`src/logic/tilePkg.sv`:
```
package tilePkg;

   // ============================================================
   // widths and sizes
   // ============================================================
   localparam int DataW        = 32;               // fabric data word
   localparam int AddrW        = 16;               // fabric address
   localparam int TileIdW      = 4;                // tile id in the fabric
   localparam int MulNum       = 8;                // multiplier slots
   localparam int ScratchDepth = 64;               // scratch words
   localparam int FifoDepth    = 4;                // request buffer entries

   // derived index widths
   localparam int SlotW     = $clog2(MulNum);       // slot number
   localparam int ScratchAw = $clog2(ScratchDepth); // scratch word index
   localparam int FifoPtrW  = $clog2(FifoDepth);    // fifo pointer

   // ============================================================
   // encodings
   // ============================================================
   // transaction kind carried on the fabric
   typedef enum logic [1:0] {
      OpWrite   = 2'd0,                         // store to scratch or cr
      OpRead    = 2'd1,                         // load, answered by a rsp
      OpReadRsp = 2'd2                          // read data going back
   } tFabOpcode;

   // multiplier register field, address bits 1:0
   typedef enum logic [1:0] {
      FieldA      = 2'd0,                       // operand a
      FieldB      = 2'd1,                       // operand b, write starts mul
      FieldResult = 2'd2                        // low word of product
   } tCrField;

endpackage

```
`src/logic/fabricIngress.sv`:
```
module fabricIngress
   import tilePkg::*;
(
   input  logic               Clock,
   input  logic               rstN,
   input  logic [TileIdW-1:0] localTileId,
   input  logic               inValid,
   input  tFabOpcode          inOpcode,
   input  logic [TileIdW-1:0] inTileId,
   input  logic [TileIdW-1:0] inSrcTileId,
   input  logic [AddrW-1:0]   inAddress,
   input  logic [DataW-1:0]   inData,
   input  logic               full,
   output logic               inReady,
   output logic               push,
   output tFabOpcode          reqOpcode,
   output logic [TileIdW-1:0] reqSrcTileId,
   output logic [AddrW-1:0]   reqAddress,
   output logic [DataW-1:0]   reqData
);

   logic regValid;                              // input stage holds a request
   logic keep;                                  // transaction is for this tile

   // only writes and reads addressed to us go on
   assign keep = (inTileId == localTileId) &&
                 ((inOpcode == OpWrite) || (inOpcode == OpRead));

   assign inReady = !regValid || !full;          // stage empty or draining now
   assign push    = regValid && !full;           // move stage into fifo

   always_ff @(posedge Clock or negedge rstN) begin
      if (!rstN) begin
         regValid     <= 1'b0;
         reqOpcode    <= OpWrite;
         reqSrcTileId <= '0;
         reqAddress   <= '0;
         reqData      <= '0;
      end else if (inReady) begin
         regValid <= inValid && keep;            // foreign tile or rsp is dropped
         if (inValid && keep) begin
            reqOpcode    <= inOpcode;
            reqSrcTileId <= inSrcTileId;          // becomes rsp destination
            reqAddress   <= inAddress;
            reqData      <= inData;
         end
      end
   end

   // sender keeps a stalled transaction on the bus
   inHeld: assert property (@(posedge Clock) disable iff (!rstN)
      (inValid && !inReady) |=> (inValid && $stable(inOpcode) && $stable(inTileId) &&
                                 $stable(inSrcTileId) && $stable(inAddress) &&
                                 $stable(inData)));

endmodule

```
`config.mk`:
```
export PLATFORM = sky130hd
export DESIGN_NAME = fabricIngress
export DESIGN_NICKNAME = d
export VERILOG_FILES = /design/src/logic/tilePkg.sv /design/src/logic/fabricIngress.sv
export SDC_FILE = /design/constraint.sdc
export NUM_CORES = 1
export LEC_CHECK = 0
export ABC_AREA = 1
export BUFFER_PORTS_ARGS = -buffer_cell sky130_fd_sc_hd__buf_4
export CAP_MARGIN = 20
export CORE_ASPECT_RATIO = 1.4
export CORE_MARGIN = 3
export CORE_UTILIZATION = 41
export DETAILED_ROUTE_END_ITERATION = 16
export GPL_ROUTABILITY_DRIVEN = 0
export MAX_ROUTING_LAYER = met4
export PLACE_DENSITY = 0.73
export SYNTH_ARGS = -nofsm -noshare
export SYNTH_HDL_FRONTEND = slang
export SYNTH_SLANG_ARGS = --single-unit
```
`constraint.sdc`:
```
create_clock -name Clock -period 1.22 [get_ports Clock]
set_input_delay 0.122 -clock Clock [delete_from_list [all_inputs] [get_ports Clock]]
set_output_delay 0.122 -clock Clock [all_outputs]
set_load 0.02 [all_outputs]
```
# Word level (Yosys, flattened, before mapping)
# Cells that the tools add are included.
# word_totals
ff_bits	55
input_bits	66
out_inout_bits	56
wordCells	16
# op_classes
eq_ne	2
reduce_logical	9
# op_table
op	count
$eq A4 B4 Y1	1
$logic_and A1 B1 Y1	3
$eq A2 B1 Y1 const B	1
$logic_not A1 Y1	2
$logic_not A2 Y1	1
$logic_or A1 B1 Y1	2
$reduce_and A2 Y1	1

# Depth between registers and ports, before layout
# Gate-level depths: netlist (run 1).
# logic_depth
depth_word	5
mapped_depth	8
depth_no_buf	7

# Worst setup path after synthesis (run 1)
# Ideal clock, no wire load.
# synth_path
path_type	reg2reg
start	register regValid
end	register reqAddress[10]
setup_time_ps	66
arrival_time_ps	1107
required_time_ps	1154
setup_slack_ps	47
stages_incl_launch_ff	6
n_path_buf	2
period_less_slack_ps	1173
cell_sequence	dfrtp_1 -> nand2_1 -> buf_2 -> buf_1 -> nand4_1 -> nand2_1
# synth_between
elab_chain_len	3
# synth_rtl
item	line	source
start: declaration	fabricIngress.sv:22	logic regValid;
start signal: assignment	fabricIngress.sv:40	regValid <= inValid && keep;
$logic_not A1 Y1	fabricIngress.sv:29	assign inReady = !regValid || !full;
$logic_or A1 B1 Y1	fabricIngress.sv:29	
$reduce_and A2 Y1 (no source line)	-	
end signal: assignment	fabricIngress.sv:44	reqAddress <= inAddress;
end: declaration	fabricIngress.sv:18	output logic [AddrW-1:0] reqAddress,
# Every way passes these cells.
# A chain may end at the register's enable or synchronous reset.

# Final worst setup path (run 1)
# layout_path
start	register regValid
end	output inReady
# layout_between
elab_chain_len	2
# layout_rtl
item	line	source
$logic_not A1 Y1	fabricIngress.sv:29	
$logic_or A1 B1 Y1	fabricIngress.sv:29	
end: declaration	fabricIngress.sv:14	output logic inReady,
# Every way passes these cells.

==> results of run 1 <==
[synth_stat cells]
master,number,area share
inv_2,1,0.0016
nand3_2,1,0.0042
buf_1,3,0.0047
nand2_1,119,0.19
dfrtp_1,55,0.58
nand4_1,53,0.14
nor2_1,1,0.0016
clkbuf_1,1,0.0016
nor2_4,2,0.0094
nand3_1,1,0.0021
buf_6,5,0.024
buf_2,12,0.025
nand3_4,1,0.0073
inv_1,10,0.016
[cell families after synthesis]
family,after synthesis,synth area share
simple gates,178,0.3508
buf+inv,32,0.07236
flops,55,0.5768
[registers in the layout, indices dropped and copies added, names as in the netlist]
register	flops
reqData	32
reqAddress	16
reqSrcTileId	4
reqOpcode	2
regValid	1
[metrics by stage]
step | setup slack, ps | power [mW] | hold slack, ps | utilization | cells
floorplan | 47.02 | 3.653 | -173.6 | - | 265
global route | 7.549 | 6.011 | 60.10 | 0.6295 | 452
detailed placement | 75.46 | 4.839 | -14.84 | 0.6124 | 444
CTS | 9.883 | 5.733 | 63.70 | 0.6268 | 450
global placement | 103.9 | 4.794 | -21.47 | 0.6124 | 444
finish | 55.03 | 5.675 | 71.82 | 0.6295 | 452
[worst register-to-register path: stages (launching register included)]
cell and delay (ps):
dfrtp_1 420, nand2_4 160, nand3_4 130, buf_12 180
nand2_1 80, nand2_1 50
[metal layers]
layer	wire, um	vias up	GRT usage	part of all wire
met5	0	-	-	0
li1	-	1119	-	-
met3	340	8	0.02403	0.053
met2	3602	90	0.3469	0.56
met4	59	0	0.05431	0.0092
met1	2415	1079	0.2107	0.38
[final cells by class]
cell class,count,share of cell area
Multi-Input combinational cell,178,0.2411
Clock buffer,6,0.02071
Timing Repair Buffer,134,0.3093
Tap cell,68,0.02429
Sequential cell,55,0.3929
Inverter,11,0.01179
[power groups by stage]
stage	sequential, mW	clock (mW)	combinational [mW]
3_5_place_dp	2.61	0	2.23
4_1_cts	2.58	0.923	2.23
2_1_floorplan	3.19	0	0.463
6_report	2.58	0.891	2.20
3_3_place_gp	2.61	0	2.19
5_1_grt	2.64	1.01	2.37
[final timing paths]
kind                                                   to  slack, ps
worst max-delay path                              inReady         60
worst min-delay path            reqAddress[6]$_DFFE_PN0P_         70
worst max register to register     reqData[5]$_DFFE_PN0P_        110
worst min register to register  reqAddress[4]$_DFFE_PN0P_        480
max in group asynchronous       reqAddress[0]$_DFFE_PN0P_        550
min in group asynchronous         reqData[15]$_DFFE_PN0P_        220
[repair_timing]
action | 4_1_cts | 5_1_grt
hold endpoints to repair | 55 | 0
setup buffers | 0 | 2
setup endpoints to repair | 1 | 4
cloned | 0 | 0
gates resized for setup | 1 | 0
pin swaps | 0 | 1
hold buffers | 1 | 0
==> metrics.md, run 1 <==
| Metric | Value |
|---|---|
| NetSw | `2.023 mW` |
| Static Leak | `1.981 nW` |
| Die height | `96.26 um` |
| Flop pwr share | `0.455` |
| CP top delay family | `flip-flops` |
| Hold path start | `inAddress[6]` |
| Final setup vio count | `0` |
| Fmax | `858.4 MHz` |
| Hold Path Depth | `3` |
| Hold violation count in the final report | `0` |
| Slowest CP cell | `dfrtp_1` |
| Commonest non-fill, non-tap cell in the layout | `buf_4` |
| Initial Util | `0.4287` |
| #FFs+latches synth | `55` |
| Htree depth | `2` |
| Slew @ Worst Pin | `203.8 ps` |
| Crit path largest cell delay | `420 ps` |
| DRT Wirelength | `6.418 mm` |
| Most frequent cells in the layout | `127 x buf_4, 118 x nand2_1, 55 x dfrtp_1` |
| Later-pin clock latency in the skew report | `290 ps` |
| Net Sw Frac | `0.3565` |
| Sequence of cells on the critical path | `nand2_4 > buf_4` |
| ANT nets after route | `0` |
| Die ar. | `6784 um^2` |
| Peak supply drop | `0.9955 mV` |
| PwrDens | `1620 nW/um^2` |
| Pin count of the biggest net entering global routing | `41` |
| Rows | `32` |
| Number of cells on the critical path | `2` |
| Relative slew slack | `0.8641` |
| Die Width | `70.48 um` |
| DR DRC count | `0` |
| Sequential area share after synthesis | `0.5768` |
| Setup crit start | `regValid$_DFFE_PN0N_` |
| Total grt overflow | `0` |
| Port bufs | `121` |
| Combinational power share | `0.388` |
| Reg area | `1376 um^2` |
| Synth Warn # | `0` |
| Final layout net count | `451` |
| Setup Skew | `2.800 ps` |
| Post-Syn Area | `2386 um^2` |
| Arr. time, crit path | `1040 ps` |
| Area of the multi-input gates | `844.6 um^2` |
| Worst hold path type | `in -> reg` |
| Worst Path Required | `1100 ps` |
| Clk pwr share | `0.157` |
| CTS tree | `built` |
| WS Path Type | `reg -> out` |
| Wirelength per Cell | `14.20 um` |
| Reg clk slew, reported paths | `90 ps` |
| Via-to-Cell Ratio | `5.080` |
| Top Ports | `122` |
| Post-synthesis net count | `331` |
| Setup TNS | `0 ps` |
| Post-route minimum period | `1165 ps` |
| First-pass GRT wire length | `9.825 mm` |
| # fillers | `515` |
| Placed instance area | `3408 um^2` |
| Initial antenna violation count | `0` |
| Share of cells above drive strength 1 | `0.3750` |
| Dpl hpwl | `4.745 mm` |
| Number of clock sinks | `55` |
| Crit end category | `output pin` |
| CP bufs+invs | `1` |
| Post-synthesis cell count | `265` |
| Core area | `5565 um^2` |
| Max-cap violations | `0` |
| Max-slew violations | `0` |
| Number of cells on the worst reg-to-reg path | `5` |
| Fin crit share | `0.9549` |
| Via Count | `2,296` |
| Area Overhead vs Synth | `46.83%` |
| GRT Resource Usage Total | `0.1873` |
| Status | `finished clean` |
| CP startpoint kind | `flip-flop` |
| DRT Pass-1 Iters | `4` |
| Finished Cell Area | `3503 um^2` |
| FF-to-FF Start | `regValid$_DFFE_PN0N_` |
| Synth cell types | `14` |
| Clock Path Buffers | `2` |
| Avg Inst Size Synth | `9.004 um^2` |
| Iteration-0 DRC Markers | `111` |
| CP Max Fanout | `10` |
| CTS Root Cell | `clkbuf_8` |
| Number of diodes | `0` |
| TritonCTS buffer count | `5` |
| RSZ-0062 raised after global routing | `false` |
| Number of global-route vias before repair | `2,080` |
| Cell internal pwr | `3.652 mW` |
(Power assumes the default switching activity.)
==> run 2, diff against run 1 <==
--- a/config.mk
+++ b/config.mk
@@ -9,12 +9,12 @@
 export BUFFER_PORTS_ARGS = -buffer_cell sky130_fd_sc_hd__buf_4
 export CAP_MARGIN = 20
 export CORE_ASPECT_RATIO = 1.4
-export CORE_MARGIN = 3
-export CORE_UTILIZATION = 41
+export CORE_UTILIZATION = 45
 export DETAILED_ROUTE_END_ITERATION = 16
 export GPL_ROUTABILITY_DRIVEN = 0
 export MAX_ROUTING_LAYER = met4
-export PLACE_DENSITY = 0.73
+export PLACE_DENSITY = 0.76
+export SETUP_SLACK_MARGIN = 0.1
 export SYNTH_ARGS = -nofsm -noshare
 export SYNTH_HDL_FRONTEND = slang
 export SYNTH_SLANG_ARGS = --single-unit
==> constraint.sdc (replaced) <==
create_clock -name Clock -period 1.2 [get_ports Clock]
set_input_delay 0.12 -clock Clock [delete_from_list [all_inputs] [get_ports Clock]]
set_output_delay 0.12 -clock Clock [all_outputs]
set_load 0.02 [all_outputs]
==> metrics.md, run 2 (synthesized netlist as in run 1, its figures left out) <==
| Metric | Value |
|---|---|
| Sequence of cells on the critical path | `nand2_4 > buf_6 > nand3_4 > buf_12 > nand2_2 > nand2_1` |
| WS Path Type | `reg -> reg` |
| Fin crit share | `1.003` |
| Initial Util | `0.4660 (+0.03730)` |
| Violated checks | `negative setup slack` |
| Core area | `5120 um^2 (-8.0%)` |
| CTS tree | `built` |
| Slew @ Worst Pin | `332.6 ps (+128.8 ps)` |
| Placed instance area | `3406 um^2 (about the same)` |
| Initial antenna violation count | `0 (unchanged)` |
| Commonest non-fill, non-tap cell in the layout | `buf_4` |
| Setup Skew | `6.016 ps (+3.216 ps)` |
| PwrDens | `1608 nW/um^2 (-0.74%)` |
| Number of diodes | `0 (unchanged)` |
| Fmax | `831.2 MHz` |
| Number of global-route vias before repair | `2,197 (+5.6%)` |
| Finished Cell Area | `3734 um^2 (+6.6%)` |
| Post-layout total power | `6.003 mW (+5.8%)` |
| Max-cap violations | `0 (unchanged)` |
| Later-pin clock latency in the skew report | `300 ps (about the same)` |
| Worst Path Required | `1390 ps (+290 ps)` |
| Reg clk slew, reported paths | `90 ps (about the same)` |
| Crit end category | `flip-flop` |
| TritonCTS buffer count | `5 (unchanged)` |
| Final setup vio count | `1 (+1)` |
| Finished Layout Cells | `457 (+1.1%)` |
| First-pass GRT wire length | `10.28 mm (+4.6%)` |
| Relative slew slack | `0.7783 (-0.08585)` |
| Dpl hpwl | `4.531 mm (-4.5%)` |
| CP Max Fanout | `29 (+19)` |
| Regs by FF count | `reqData: 32 flops, reqAddress: 16 flops, reqSrcTileId: 4 flops` |
| Area Overhead vs Synth | `56.48%` |
| Hold violation count in the final report | `0 (unchanged)` |
| CTS Root Cell | `clkbuf_8` |
| Wirelength per Cell | `14.41 um (+1.5%)` |
| Port bufs | `121 (unchanged)` |
| DR DRC count | `0 (unchanged)` |
| Die Width | `63.54 um (-9.8%)` |
| CP startpoint kind | `flip-flop` |
| Most frequent cells in the layout | `127 x buf_4, 63 x nand2_1, 55 x dfrtp_1` |
| RSZ-0062 raised after global routing | `true` |
| Peak supply drop | `1.093 mV (+9.8%)` |
| DRT Pass-1 Iters | `4 (unchanged)` |
| Total grt overflow | `0 (unchanged)` |
| Die height | `88.16 um (-8.4%)` |
| Die ar. | `5601 um^2 (-17%)` |
| Clock Path Buffers | `2 (unchanged)` |
| Number of flip-flops in the largest register | `32 (unchanged)` |
| Top Ports | `122 (unchanged)` |
| Share of cells above drive strength 1 | `0.5294 (+0.1544)` |
| DRT Wirelength | `6.586 mm (+2.6%)` |
| Number of clock sinks | `55 (unchanged)` |
| Dpl cells | `442 (-0.45%)` |
| Post-route minimum period | `1203 ps` |
| Htree depth | `2 (unchanged)` |
| Via Count | `2,371 (+3.3%)` |
| Status | `finished, violations left` |
| Final layout net count | `456 (+1.1%)` |
| Crit path largest cell delay | `430 ps (about the same)` |
| Pin count of the biggest net entering global routing | `40 (-2.4%)` |
| Arr. time, crit path | `1400 ps (+360 ps)` |
| # fillers | `440 (-15%)` |
| Max-slew violations | `0 (unchanged)` |
| Top reg by flops | `reqData` |
| Slowest CP cell | `dfrtp_1` |
| Worst hold path type | `in -> reg` |
| Rows | `31 (-3.1%)` |
| Static Leak | `2.039 nW (+2.9%)` |
| Setup slack after layout | `-3.103 ps (-58.13 ps)` |
| ANT nets after route | `0 (unchanged)` |
| GRT Resource Usage Total | `0.2441 (+0.05684)` |
| Iteration-0 DRC Markers | `117 (+5.4%)` |
| Setup TNS | `-3.103 ps (-3.103 ps)` |
| Via-to-Cell Ratio | `5.188 (+2.1%)` |
## run 2: critical path: cells and delay by family (launching register included)
family	cells	cell delay [ps]
AND/OR/NAND/NOR	4	320
flip-flops	1	430
buffers and inverters	2	320
## run 2: what timing repair did
action | CTS | global route
hold endpoints to repair | 23 | 0
pin swaps | 48 | 0
setup buffers | 2 | 4
gates cloned | 0 | 0
hold buffers | 1 | 0
endpoints found under the setup margin | 9 | 57
resized for setup | 64 | 5
## run 2: worst paths after layout
check,startpoint,end,slack (ps),depth (start not counted)
worst max-delay path,regValid$_DFFE_PN0N_,reqData[30]$_DFFE_PN0P_,-3,6
worst min-delay path,inData[16],reqData[16]$_DFFE_PN0P_,60,3
worst max register to register,regValid$_DFFE_PN0N_,reqData[30]$_DFFE_PN0P_,-3,6
worst min register to register,reqAddress[14]$_DFFE_PN0P_,reqAddress[14]$_DFFE_PN0P_,480,2
max in group asynchronous,rstN,reqSrcTileId[0]$_DFFE_PN0P_,460,3
min in group asynchronous,rstN,reqData[16]$_DFFE_PN0P_,260,2
## run 2: layout make-up
class | instances | area (um^2) | area share
sequential | 55 | 1376 | 0.3686
timing repair buffer | 139 | 1152 | 0.3086
multi-input combinational | 178 | 999.7 | 0.2678
tap | 66 | 82.58 | 0.02212
clock buffer | 7 | 76.32 | 0.02044
inverter | 11 | 41.29 | 0.01106
clock inverter | 1 | 5.005 | 0.001340
## run 2: metal layers
layer | vias to the layer above | part of all wire | GRT usage
met3 | 16 | 0.036 | 0.03776
met2 | 84 | 0.55 | 0.4159
li1 | 1128 | - | -
met5 | - | 0 | -
met1 | 1143 | 0.39 | 0.2855
met4 | 0 | 0.030 | 0.1033
## run 2: through the flow
| step | hold WS (ps) | utilization | setup WS, ps |
|---|---|---|---|
| detailed placement | 46.50 | 0.6652 | 42.45 |
| global placement | 37.99 | 0.6652 | 96.93 |
| floorplan | -175.6 | - | 127.7 |
| global route | 40.77 | 0.7292 | -39.52 |
| finish | 56.65 | 0.7292 | -3.103 |
| CTS | 53.23 | 0.7197 | -11.64 |
## run 2: report_power, final
part	total, mW	leakage, nW	internal [mW]	switching (mW)
clock network	0.967	0.0422	0.411	0.555
logic	2.32	1.29	1.03	1.29
registers	2.72	0.704	2.34	0.373
total	6.00	2.04	3.79	2.21
==> run 3, diff against run 2 <==
==> constraint.sdc (replaced) <==
create_clock -name Clock -period 1.42 [get_ports Clock]
set_input_delay 0.142 -clock Clock [delete_from_list [all_inputs] [get_ports Clock]]
set_output_delay 0.142 -clock Clock [all_outputs]
set_load 0.02 [all_outputs]
==> metrics.md, run 3 (synthesized netlist as in run 1, its figures left out) <==
| Metric | Value |
|---|---|
| Cell internal pwr | `3.232 mW (-15%)` |
| ANT nets after route | `0 (unchanged)` |
| Rows | `31 (unchanged)` |
| WS Path Type | `reg -> out` |
| Later-pin clock latency in the skew report | `300 ps (about the same)` |
| Clock Path Buffers | `2 (unchanged)` |
| Crit end category | `output pin` |
| Reg clk slew, reported paths | `90 ps (about the same)` |
| CP Max Fanout | `13 (-55%)` |
| Number of cells on the worst reg-to-reg path | `4 (-2)` |
| Top Ports | `122 (unchanged)` |
| Hold Path Depth | `3 (unchanged)` |
| Number of flip-flops in the largest register | `32 (unchanged)` |
| TritonCTS buffer count | `5 (unchanged)` |
| Via-to-Cell Ratio | `5.129 (-1.1%)` |
| Peak supply drop | `0.8660 mV (-21%)` |
| Fmax | `790.1 MHz` |
| DRT Wirelength | `6.349 mm (-3.6%)` |
| Htree depth | `2 (unchanged)` |
| Final setup vio count | `0 (-1)` |
| Top reg by flops | `reqData` |
| Post-CTS Setup Repair Bufs | `0 (-2)` |
| Wirelength per Cell | `14.14 um (-1.9%)` |
| Commonest non-fill, non-tap cell in the layout | `buf_4` |
| Worst Path Required | `1280 ps (-110 ps)` |
| Iteration-0 DRC Markers | `96 (-18%)` |
| Initial antenna violation count | `0 (unchanged)` |
| Via Count | `2,303 (-2.9%)` |
| DR DRC count | `0 (unchanged)` |
| Fin util | `0.6740 (-0.05523)` |
| Die height | `88.16 um (unchanged)` |
| Setup Skew | `4.303 ps (-1.713 ps)` |
| RSZ-0062 raised after global routing | `false` |
| Setup TNS | `0 ps (+3.103 ps)` |
| Worst hold path type | `in -> reg` |
| GRT Resource Usage Total | `0.2336 (-0.01048)` |
| Max-slew violations | `0 (unchanged)` |
| Net Sw Frac | `0.3548 (-0.01416)` |
| CTS Root Cell | `clkbuf_8` |
| DRT Pass-1 Iters | `4 (unchanged)` |
| Port bufs | `121 (unchanged)` |
| Most frequent cells in the layout | `128 x buf_4, 118 x nand2_1, 55 x dfrtp_1` |
| Max-cap violations | `0 (unchanged)` |
| Pin count of the biggest net entering global routing | `56 (+40%)` |
| CP startpoint kind | `flip-flop` |
| Core area | `5120 um^2 (unchanged)` |
| Share of cells above drive strength 1 | `0.3734 (-0.1560)` |
| Final layout net count | `448 (-1.8%)` |
| Number of global-route vias before repair | `2,108 (-4.1%)` |
| Number of diodes | `0 (unchanged)` |
| Arr. time, crit path | `1120 ps (-280 ps)` |
| PwrDens | `1452 nW/um^2 (-9.7%)` |
| Dpl hpwl | `4.429 mm (-2.3%)` |
| Regs by FF count | `reqData: 32 flops, reqAddress: 16 flops, reqSrcTileId: 4 flops` |
| Static Leak | `1.961 nW (-3.8%)` |
| Clk pwr share | `0.185 (+0.024)` |
| Relative slew slack | `0.5319 (-0.2464)` |
| Post-route minimum period | `1266 ps` |
| Initial Util | `0.4660 (unchanged)` |
| First-pass GRT wire length | `9.811 mm (-4.6%)` |
| Flop pwr share | `0.443 (-0.010)` |
| Die Width | `63.54 um (unchanged)` |
| Hold violation count in the final report | `0 (unchanged)` |
| Die ar. | `5601 um^2 (unchanged)` |
| Status | `finished clean` |
| Combinational power share | `0.372 (-0.014)` |
| Fin crit share | `0.8913` |
| NetSw | `1.777 mW (-20%)` |
| Number of clock sinks | `55 (unchanged)` |
| Slew @ Worst Pin | `702.1 ps (+369.5 ps)` |
| Area Overhead vs Synth | `44.63%` |
| CTS tree | `built` |
| Total grt overflow | `0 (unchanged)` |
==> run 3: final timing paths <==
path,slack (ps),from,endpoint
hold / removal,80,inData[20],reqData[20]$_DFFE_PN0P_
setup reg to reg,260,regValid$_DFFE_PN0N_,reqData[1]$_DFFE_PN0P_
min in group asynchronous,420,rstN,reqData[13]$_DFFE_PN0P_
setup / recovery,150,regValid$_DFFE_PN0N_,inReady
max in group asynchronous,520,rstN,reqAddress[5]$_DFFE_PN0P_
hold reg to reg,480,reqData[26]$_DFFE_PN0P_,reqData[26]$_DFFE_PN0P_
==> run 3: final cells by class <==
cell class,count,area (um^2)
clock buffer,8,100.1
fill,463,1669
inverter,11,41.29
multi-input combinational,178,844.6
sequential,55,1376
tap,66,82.58
timing repair buffer,131,1006
==> run 3: what timing repair did <==
| action | in CTS | in global routing |
|---|---|---|
| pin swaps | 1 | 0 |
| gates cloned | 0 | 0 |
| endpoints found under the setup margin | 1 | 1 |
| gates resized for setup | 1 | 2 |
| hold buffers | 1 | 0 |
| endpoints found under the hold margin | 55 | 0 |
==> run 3: power groups by stage <==
stage	Sequential (mW)	Clock, mW	Combinational [mW]
2_1_floorplan	2.74	0	0.398
3_3_place_gp	2.23	0	1.84
3_5_place_dp	2.24	0	1.88
4_1_cts	2.22	0.947	1.88
5_1_grt	2.27	1.01	2.01
6_report	2.22	0.925	1.87
==> run 3: metrics by stage <==
step / hold slack (ps) / area, um^2 / power (mW) / cells / setup WS, ps
2_1_floorplan: -153.6 / 2386 / 3.138 / 265 / 247.0
3_3_place_gp: 227.8 / 3328 / 4.070 / 440 / 248.0
3_5_place_dp: 231.4 / 3328 / 4.120 / 440 / 208.3
4_1_cts: 76.04 / 3442 / 5.043 / 449 / 106.5
5_1_grt: 69.52 / 3451 / 5.295 / 449 / 100.9
6_report: 80.27 / 3451 / 5.010 / 449 / 154.4
==> run 3: per-layer routing <==
metal	global-route usage	routed length, um	share of wire	up-vias
met5	-	0	0	-
met4	0.09917	155	0.024	0
met3	0.03385	271	0.043	13
met2	0.3946	3342	0.53	83
met1	0.2778	2580	0.41	1093
li1	-	-	-	1114
==> run 3: worst max-delay path, cell delays in order, from the launching register on <==
cell     delay (ps)
dfrtp_1         420
nand2_4         110
buf_8           150
buf_4           140
